`src/lrelu_cfg_pkg.sv`:
```
package lrelu_cfg_pkg;

  // one config value per group, A in fixed point, B and D integer
  typedef logic signed [15:0] cfg_word_t;

  // load order of the config slots
  typedef enum logic [3:0] {
    SLOT_D,
    SLOT_A,
    SLOT_B_CM,  // centre, also the only bias in 1x1 mode
    SLOT_B_CT,
    SLOT_B_CB,
    SLOT_B_LM,
    SLOT_B_LT,
    SLOT_B_LB,
    SLOT_B_RM,
    SLOT_B_RT,
    SLOT_B_RB
  } cfg_slot_e;

  // bias index, equal to slot minus SLOT_B_CM
  typedef logic [3:0] bias_pos_t;

  localparam int N_BIAS = 9;

  // column bases, the row offset is added on top
  localparam bias_pos_t POS_CM = 4'd0;
  localparam bias_pos_t POS_LM = 4'd3;
  localparam bias_pos_t POS_RM = 4'd6;
  localparam bias_pos_t OFS_T  = 4'd1;  // top row
  localparam bias_pos_t OFS_B  = 4'd2;  // bottom row

endpackage

```
`src/cfg_loader.sv`:
```
module cfg_loader
  import lrelu_cfg_pkg::*;
#(
  parameter int GROUPS = 2
) (
  input  logic      clk,
  input  logic      rst_n,
  input  logic      cfg_valid,
  input  logic      cfg_1x1,
  input  logic      cfg_restart,
  input  cfg_word_t cfg_data [GROUPS],
  output cfg_word_t a_val [GROUPS],
  output cfg_word_t d_val [GROUPS],
  output cfg_word_t b_val [GROUPS][N_BIAS]
);

  cfg_slot_e slot;
  cfg_slot_e slot_next;
  bias_pos_t b_idx;
  logic      wr_en;
  logic      wr_bias;

  // a restart in the same cycle as a beat drops that beat
  assign wr_en   = cfg_valid && !cfg_restart;
  assign wr_bias = slot inside {[SLOT_B_CM:SLOT_B_RB]};
  assign b_idx   = bias_pos_t'(slot - SLOT_B_CM);

  // next slot, only moves on a config beat
  always_comb begin
    slot_next = slot;
    if (cfg_valid) begin
      unique case (slot)
        SLOT_D:    slot_next = SLOT_A;
        SLOT_A:    slot_next = SLOT_B_CM;
        SLOT_B_CM: slot_next = cfg_1x1 ? SLOT_D : SLOT_B_CT;  // 1x1 stops after centre
        SLOT_B_RB: slot_next = SLOT_D;
        default:   slot_next = cfg_slot_e'(slot + 4'd1);  // walk through the edge biases
      endcase
    end
  end

  always_ff @(posedge clk) begin
    if (!rst_n) begin
      slot <= SLOT_D;
    end else if (cfg_restart) begin
      slot <= SLOT_D;
    end else begin
      slot <= slot_next;
    end
  end

  // per-group value registers, each beat lands in the current slot
  always_ff @(posedge clk) begin
    if (!rst_n) begin
      for (int g = 0; g < GROUPS; g++) begin
        a_val[g] <= '0;
        d_val[g] <= '0;
        for (int b = 0; b < N_BIAS; b++) begin
          b_val[g][b] <= '0;
        end
      end
    end else if (wr_en) begin
      for (int g = 0; g < GROUPS; g++) begin
        if (slot == SLOT_D) begin
          d_val[g] <= cfg_data[g];
        end else if (slot == SLOT_A) begin
          a_val[g] <= cfg_data[g];
        end else if (wr_bias) begin
          b_val[g][b_idx] <= cfg_data[g];
        end
      end
    end
  end

endmodule

```
`config.mk`:
```
export PLATFORM = sky130hd
export DESIGN_NAME = cfg_loader
export DESIGN_NICKNAME = d
export VERILOG_FILES = /design/src/lrelu_cfg_pkg.sv /design/src/cfg_loader.sv
export SDC_FILE = /design/constraint.sdc
export NUM_CORES = 1
export LEC_CHECK = 0
export BUFFER_PORTS_ARGS = -buffer_cell sky130_fd_sc_hd__buf_2
export CAP_MARGIN = 20
export CORE_ASPECT_RATIO = 2
export CORE_MARGIN = 2
export CORE_UTILIZATION = 47
export DETAILED_ROUTE_END_ITERATION = 6
export GPL_ROUTABILITY_DRIVEN = 0
export PLACE_DENSITY = 0.76
export SYNTH_ARGS = -nofsm -noshare
export SYNTH_HDL_FRONTEND = slang
export SYNTH_SLANG_ARGS = --single-unit
```
`constraint.sdc`:
```
create_clock -name clk -period 2 [get_ports clk]
set_input_delay 0.1 -clock clk [delete_from_list [all_inputs] [get_ports clk]]
set_output_delay 0.1 -clock clk [all_outputs]
set_load 0.02 [all_outputs]
```
==> flow_summary.ini, run 1 <==
[run_status]
status = completed

[cells_and_area]
fin_util_pct = 61.5
layout-drive-gt1-share_pct = 28.6
nets = 1764
layoutNonFillerInstCount = 2096
synthToLayoutAreaGrowth_pct = 29.3

[drt]
detailedRoute.firstIterationViolations = 557
antenna_left = 0
num_vias = 10977
wl_per_cell_um = 19.8
drc = 0
viasPerCell = 5.24
drt-total-wl_um = 41500
drtPass1Iterations = 5

[power_and_ir_drop]
p_leak_nw = 9.49
internal_power_w = 0.0109
pwr-share-comb_pct = 4.9
powerDensity_mw_per_mm2 = 813
p_switching_w = 0.00317
ir_worst_vdd_mv = 0.654
clockPowerShare_pct = 44.3
swShare_pct = 22.6
power_frac_seq_pct = 50.8

[placed_design]
place.port_buffers = 388
placed_cells = 2005
hpwl_um = 29500

[logic_synthesis]
async_flop_share_pct = 0
yosysWarnings = 0
synth-main-ff-cell = dfxtp_1
synth_edf_count = 0
synth_fp_nets = 1360
synth_cells = 1316
synth_area_per_cell_um2 = 10.2
ys_seq_elements = 356
ys_seq_area_share_pct = 53.3
yosysUniqueCellTypes = 38
syn-cell-area_mm2 = 0.0134

[sta]
fmax_mhz = 520
hold_viol_final = 0
tightest_slew_ps = 663
fin_worst_skew_ps = 28.4
fin_crit_ps = 1920
slew_viol_final = 0
fin_crit_sh_pct = 96.1
slew_headroom_pct = 55.7
finalSetupViolations = 0

[hold_path]
hold_depth = 4
hold_path_class = in -> reg
whs_endpoint = d_val[3]
hold_start = cfg_data[3]

[global_routing]
grt.overflow.total = 0
grt_pass1_vias = 10978
grt_first_pass_wirelength_um = 61900
grt_usage_pct = 26.9
antenna_found_initial = 1
grt_max_degree = 114

[cts]
clockBufferDepth = 3
clk_latency_ps = 580
cts_sinks = 356
numCtsBuffers = 29
clk_pin_slew_ps = 70
htreeDepth = 1
cts_root_buf = clkbuf_16
cts_tree = built

[floorplan]
pin_count = 389
start_util_pct = 47.6
num_rows = 87
core_area_mm2 = 0.0281
dieWidth_um = 123
dieArea_mm2 = 0.0299
die_h_um = 242

[critical_path]
r2r-start = slot[3]
cp_common_cell = buf_12
arrival_ps = 2350
required_ps = 2430
rr_worst_depth = 6
endpoint_kind = flop
timing.rr.end = b_val[52]
crit_slowest_cell = dfxtp_1
cpPeakStageDelay_ps = 660
crit_fanout = 17
worstPathCellList = xor2_4 > buf_12 > nor3b_2 > nand4_4 > buf_12 > mux2i_1
critPathLaunchType = flop
crit_type = reg -> reg
reg2reg_slack_ps = 80

[flow_run]
cap_violations = 0
registers in the layout (all words and copies together) (netlist names):
register,count
b_val,288
slot,4
d_val,32
a_val,32
kinds of logic (layout without fill, tap and decap cells):
kind of cell / after synthesis / after routing / synth area share [%]
DFF: 356 / 356 / 53.3
AOI/OAI and AO/OA: 78 / 78 / 4.44
other: 0 / 1 / 0
muxes: 288 / 288 / 21.6
and+or+nand+nor: 490 / 490 / 15.5
buffers and inverters: 96 / 519 / 4.38
xor gates and xnor gates: 1 / 1 / 0.122
adders and majority gates: 7 / 7 / 0.655
cell usage after synthesis (all sizes together) (2+ instances only):
master | n | area share [%]
nand4 | 11 | 1.5
ha | 7 | 0.66
o21ai | 2 | 0.16
a21boi | 64 | 3.6
and2 | 2 | 0.094
nor2b | 3 | 0.14
nor2 | 7 | 0.20
o21bai | 2 | 0.11
buf | 39 | 2.8
mux2i | 288 | 22
a21oi | 2 | 0.075
dfxtp | 356 | 53
inv | 6 | 0.17
nor3b | 4 | 0.26
nand2 | 456 | 13
clkbuf | 51 | 1.4
power by group through the flow:
stage | combinational, W | sequential (W) | clock [W]
after floorplan | 0.000299 | 0.00734 | 0
after global placement | 0.000616 | 0.00730 | 0
after detailed placement | 0.000623 | 0.00730 | 0
after CTS | 0.000681 | 0.00714 | 0.00631
after global routing | 0.000733 | 0.00714 | 0.00653
final | 0.000690 | 0.00714 | 0.00621
per-stage QoR:
stage	total power [W]	worst slack, ps	cell area (µm²)	TNS (ps)	hold WS (ps)
floorplan	0.00764	4.44	13400	0	235
detailed placement	0.00792	-6.42	15800	-6.42	383
global route	0.0144	-15.5	17300	-16.3	365
global placement	0.00792	-0.698	15800	-0.698	374
finish	0.0140	77.9	17300	0	351
CTS	0.0141	5.59	17200	0	335
how the worst max path moves through the flow:
stage	startpoint	end	slack (ps)
floorplan	slot[2]	b_val[10]	4
global placement	slot[1]	b_val[156]	-0.7
detailed placement	slot[1]	b_val[66]	-6
CTS	slot[1]	b_val[22]	6
global route	slot[2]	b_val[52]	-20
finish	slot[3]	b_val[52]	80
layout by cell type (no fill, tap or decap), types with 2 or more instances in the layout:
cell / instances
clkbuf_8: 6
nor3b_2: 3
ha_2: 2
clkinv_2: 2
a21boi_0: 55
bufinv_16: 5
nor2_1: 7
inv_1: 5
buf_4: 12
nor2b_1: 3
clkbuf_16: 30
and2_1: 2
clkbuf_1: 3
buf_2: 387
ha_1: 4
nand4_1: 2
a21boi_1: 9
buf_12: 25
nand2_1: 456
dlygate4sd3_1: 36
nand4_4: 9
buf_8: 2
o21bai_1: 2
mux2i_1: 288
clkinvlp_4: 3
dfxtp_1: 355
a21oi_1: 2
worst max-delay path: cells and delay by family (launching register included):
family | cells | cell delay (ps)
flip-flops | 1 | 660
AND/OR/NAND/NOR | 2 | 420
multiplexers | 1 | 150
buffers and inverters | 2 | 360
XOR/XNOR | 1 | 180
cell type report:
| type | instances | area, µm² |
|---|---|---|
| diodes | 1 | 2.50 |
| clock buffers | 38 | 820 |
| clock inverters | 12 | 211 |
| fillers | 2348 | 10800 |
| inverters | 6 | 22.5 |
| multi-input cells | 864 | 5710 |
| flip-flops and latches | 356 | 7130 |
| well taps | 356 | 445 |
| repair buffers | 463 | 2940 |
routing by layer:
layer  share of wire (%)  track usage, %
met1                  34            26.4
met2                  53            48.9
met3                 5.4            4.78
met4                 7.6            18.8
met5                   0               0
timing repair:
| action | in CTS | in global routing |
|---|---|---|
| endpoints found under the hold margin | 70 | 0 |
| hold buffers | 36 | 0 |
| buffers inserted | 1 | 2 |
| endpoints found under the setup margin | 45 | 265 |
| gates resized for setup | 1 | 12 |
| pin swaps | 1 | 0 |
| cloned | 0 | 1 |
No activity file was read; power rests on OpenSTA's default activity.
==> run 2, diff against run 1 <==
- SETUP_SLACK_MARGIN: default -> 0.15
==> flow_summary.ini, run 2 (synthesis results as in run 1) <==
[run_status]
status = completed

[cells_and_area]
layout-drive-gt1-share_pct = 31.0
regArea_mm2 = 0.00714
final_common_cell = nand2_1
reg_top3 = b_val: 288 flops, a_val: 32 flops, d_val: 32 flops
nets = 1799
most-common-layout-cells = nand2_1 (455), buf_2 (387), dfxtp_1 (353)
regMostFlops = b_val
nFillCells = 2239
multi_input_area_mm2 = 0.00583
synthToLayoutAreaGrowth_pct = 34.3
largest_register_ffs = 288

[critical_path]
arrival_ps = 2400
crit_slowest_cell = dfxtp_4
required_ps = 2490
cp-startpoint = slot[1]
cp_common_cell = buf_12
critPathLaunchType = flop
r2r-start = slot[1]
crit_type = reg -> reg
endpoint_kind = flop
cpPeakStageDelay_ps = 360
path_buf_inv = 4
crit_fanout = 7
worstPathCellList = buf_6 > ha_4 > nand2b_4 > nand4_1 > buf_12 > nand4_4 > buf_12 > buf_12 > mux2i_4
cpLargestDelayFamily = buffers and inverters

[sta]
slew_viol_final = 0
slew_headroom_pct = 60.3
finalSetupViolations = 0
fmax_mhz = 525
fin_crit_sh_pct = 95.2
setup-tns-final_ps = 0
tightest_slew_ps = 594
timing.final.ws_setup_ps = 95.7
fin_worst_skew_ps = 12.1
fin_crit_ps = 1900
hold_viol_final = 0
rsz0062_at_grt = true

[hold_path]
hold_start = cfg_data[14]
hold_path_class = in -> reg

[cts]
clockBufferDepth = 3
cts_root_buf = clkbuf_16
htreeDepth = 1
clk_pin_slew_ps = 70
cts_tree = built
cts_sinks = 356
numCtsBuffers = 30
clk_latency_ps = 590

[floorplan]
die_h_um = 242
num_rows = 87
start_util_pct = 47.6
pin_count = 389
dieArea_mm2 = 0.0299
dieWidth_um = 123
core_area_mm2 = 0.0281

[flow_run]
cap_violations = 0

[global_routing]
met2_usage_pct = 50.9
grt.overflow.total = 0
use_met3_pct = 5.11
antenna_found_initial = 1
grt_usage_pct = 27.6
grt_max_degree = 73
top_usage_layer = met2
gr-usage-met1_pct = 27.2
grt_pass1_vias = 11076
grt_first_pass_wirelength_um = 63700

[drt]
antenna_left = 0
wl_per_cell_um = 20.3
viasPerCell = 5.25
drc = 0
num_vias = 11211
drt-total-wl_um = 43300
detailedRoute.firstIterationViolations = 532
drtPass1Iterations = 5

[placed_design]
place.port_buffers = 388
pre_cts_ws_ps = 85.7
hpwl_um = 30300

[power_and_ir_drop]
powerDensity_mw_per_mm2 = 798
p_leak_nw = 9.80
ir_worst_vdd_mv = 0.822
run 2: cell types whose count changed in the layout (fill, tap and decap cells not counted), moves of 3 or more:
cell / before / now
ha_4: 1 / 4
clkbuf_16: 30 / 39
buf_4: 12 / 29
clkinv_2: 2 / 5
buf_12: 25 / 30
mux2i_1: 288 / 285
run 2: timing repair:
action,CTS,global route
setup buffers,3,14
endpoints found under the hold margin,80,0
hold buffers,36,0
pin swaps,2,12
gates cloned,1,10
setup endpoints to repair,93,255
gates resized for setup,5,25
run 2: final timing paths:
check                to  slack (ps)  cells after the start
max          b_val[229]         100                      9
min           d_val[14]         350                      4
max reg2reg  b_val[229]         100                      9
min reg2reg    a_val[1]         450                      2
run 2: layer usage:
layer  vias to the layer above  wire [µm]  share of wire (%)
met4                         0       2930                6.8
met1                      5350      14400                 33
met2                       468      23400                 54
met5                         -          0                  0
met3                       162       2600                6.0
li1                       5231          -                  -
run 2: layout make-up:
class	instances	share of cell area (%)
Clock buffer	41	4.80
Clock inverter	15	1.27
Tap cell	356	2.48
Multi-Input combinational cell	865	32.5
Timing Repair Buffer	496	19.1
Antenna cell	1	0.0139
Sequential cell	356	39.8
Inverter	6	0.167
run 2: per-stage QoR:
stage	util [%]	power, W	instance area [µm²]	hold slack [ps]	instances
after detailed placement	56.8	0.00795	15900	384	2015
after floorplan	-	0.00765	13500	235	1316
after global routing	63.9	0.0147	18000	353	2136
after global placement	56.8	0.00794	15900	373	2015
after CTS	62.2	0.0144	17500	319	2111
final	63.9	0.0143	18000	347	2136
run 2: report_power, final:
part	internal, W	total [W]	switching, W
Sequential	0.00712	0.00714	0.0000207
Clock	0.00369	0.00644	0.00275
Combinational	0.000247	0.000748	0.000501
Total	0.0111	0.0143	0.00328
run 2: worst reg2reg max path, delay by kind of cell, from the launching register on:
family / cells / cell delay [ps]
DFF: 1 / 360
and+or+nand+nor: 3 / 390
buffers and inverters: 4 / 680
adders and majority gates: 1 / 160
muxes: 1 / 210
==> run 3, diff against run 2 <==
- CORE_UTILIZATION: 47 -> 52
- PLACE_DENSITY: 0.76 -> 0.8
- SLEW_MARGIN: default -> 10
- clock period: 2 -> 2.05 ns (I/O delays scaled with it)
==> flow_summary.ini, run 3 (synthesis results as in run 1) <==
[global_routing]
grt_pass1_vias = 10668
grt_first_pass_wirelength_um = 60000
grt.overflow.total = 0
antenna_found_initial = 0
grt_max_degree = 71
grt_usage_pct = 27.8

[sta]
hold_viol_final = 0
slew_viol_final = 0
fin_worst_skew_ps = 14.8
setup-tns-final_ps = 0
slew_headroom_pct = 59.6
tightest_slew_ps = 604
fin_crit_ps = 1880
fin_crit_sh_pct = 91.5
fmax_mhz = 533
timing.final.ws_setup_ps = 174
finalSetupViolations = 0
rsz0062_at_grt = true

[critical_path]
crit_type = reg -> reg
cpPeakStageDelay_ps = 400
crit_fanout = 16
timing.rr.end = a_val[10]
critPathLaunchType = flop
cp_common_cell = buf_4
crit_slowest_cell = dfxtp_4
cpLargestDelayFamily = simple AND/OR/NAND/NOR gates
arrival_ps = 2330
reg2reg_slack_ps = 170
rr_worst_depth = 7
endpoint_kind = flop
r2r-start = slot[3]
worstPathCellList = buf_4 > nor4b_4 > nor3b_4 > buf_4 > buf_12 > nand2_1 > a21boi_0
path_buf_inv = 3
required_ps = 2510

[power_and_ir_drop]
p_total_w = 0.0138
ir_worst_vdd_mv = 0.725
p_leak_nw = 9.63
powerDensity_mw_per_mm2 = 787

[cts]
cts_root_buf = clkbuf_16
cts_tree = built
htreeDepth = 1
clk_pin_slew_ps = 70
clk_latency_ps = 560
numCtsBuffers = 29
cts_sinks = 356
clockBufferDepth = 3

[hold_path]
whs_endpoint = a_val[8]
hold_start = cfg_data[8]
hold_depth = 4
hold_path_class = in -> reg

[floorplan]
die_h_um = 231
num_rows = 83
start_util_pct = 52.5
pin_count = 389
core_area_mm2 = 0.0254
dieArea_mm2 = 0.0271
dieWidth_um = 117

[cells_and_area]
most-common-layout-cells = nand2_1 (456), buf_2 (387), dfxtp_1 (354)
layout-drive-gt1-share_pct = 29.8
fin_util_pct = 68.8
largest_register_ffs = 288
synthToLayoutAreaGrowth_pct = 30.9
final_common_cell = nand2_1
num_antenna_cells = 0
reg_top3 = b_val: 288 flops, a_val: 32 flops, d_val: 32 flops
regMostFlops = b_val
layoutNonFillerInstCount = 2104
nets = 1786

[placed_design]
placed_cells = 2001
place.port_buffers = 388
pre_cts_ws_ps = 33.8
hpwl_um = 26900

[drt]
detailedRoute.firstIterationViolations = 764
num_vias = 11032
route.met2.wl_um = 19700
antenna_left = 0
wl_per_cell_um = 19.2
viasPerCell = 5.24
drtPass1Iterations = 5
met1_length_um = 16600
wl_met3_um = 2990
drc = 0
drt-total-wl_um = 40300
highest_layer = met4

[run_status]
status = completed

[flow_run]
cap_violations = 0
-- run 3: cell count changes in the layout (fill, tap and decap cells not counted), moves of 2 or more --
cell	change
buf_12	-10
clkbuf_16	-5
clkbuf_8	-5
buf_6	+3
clkinv_2	+3
ha_1	+3
ha_4	-3
bufinv_16	+2
clkinv_4	-2
inv_1	+2
-- run 3: report_power, final --
| part | switching [W] | internal [W] | leakage [nW] |
|---|---|---|---|
| registers | 0.0000199 | 0.00694 | 2.87 |
| logic | 0.000467 | 0.000222 | 6.25 |
| clock network | 0.00257 | 0.00356 | 0.513 |
-- run 3: cell type report --
type	instances	area [µm²]
inverter	6	25.0
timing repair buffer	484	3130
fill	1897	7940
tap	340	425
multi-input combinational	865	5750
sequential	356	7130
clock inverter	17	267
clock buffer	36	772
-- run 3: tightest hold or removal path: cells and delay by family --
family | cells | cell delay, ps
compound gates | 1 | 60
buf+inv | 2 | 660
simple gates | 1 | 50
-- run 3: per-layer routing --
metal,global-route usage (%),up-vias
met5,0,-
met4,8.85,0
met3,6.25,69
met2,47.1,480
met1,35.3,5301
li1,-,5182
-- run 3: how the worst max path moves through the flow --
stage	endpoint	slack (ps)	cells after the start	start
floorplan	b_val[100]	160	9	slot[1]
global placement	b_val[268]	80	7	slot[0]
detailed placement	b_val[265]	30	7	slot[0]
CTS	b_val[150]	150	8	slot[1]
global route	a_val[10]	120	7	slot[3]
finish	a_val[10]	170	7	slot[3]
-- run 3: what timing repair did --
action,4_1_cts,5_1_grt
endpoints found under the hold margin,82,0
setup buffers,1,7
gates cloned,1,5
hold buffers,36,0
setup endpoints to repair,259,170
gates resized for setup,7,15
pin swaps,1,3
-- run 3: metrics by stage --
stage / hold slack, ps / cell area (µm²)
after floorplan: 237 / 13400
after global placement: 369 / 15800
after detailed placement: 377 / 15800
after CTS: 331 / 17300
after global routing: 362 / 17500
final: 363 / 17500
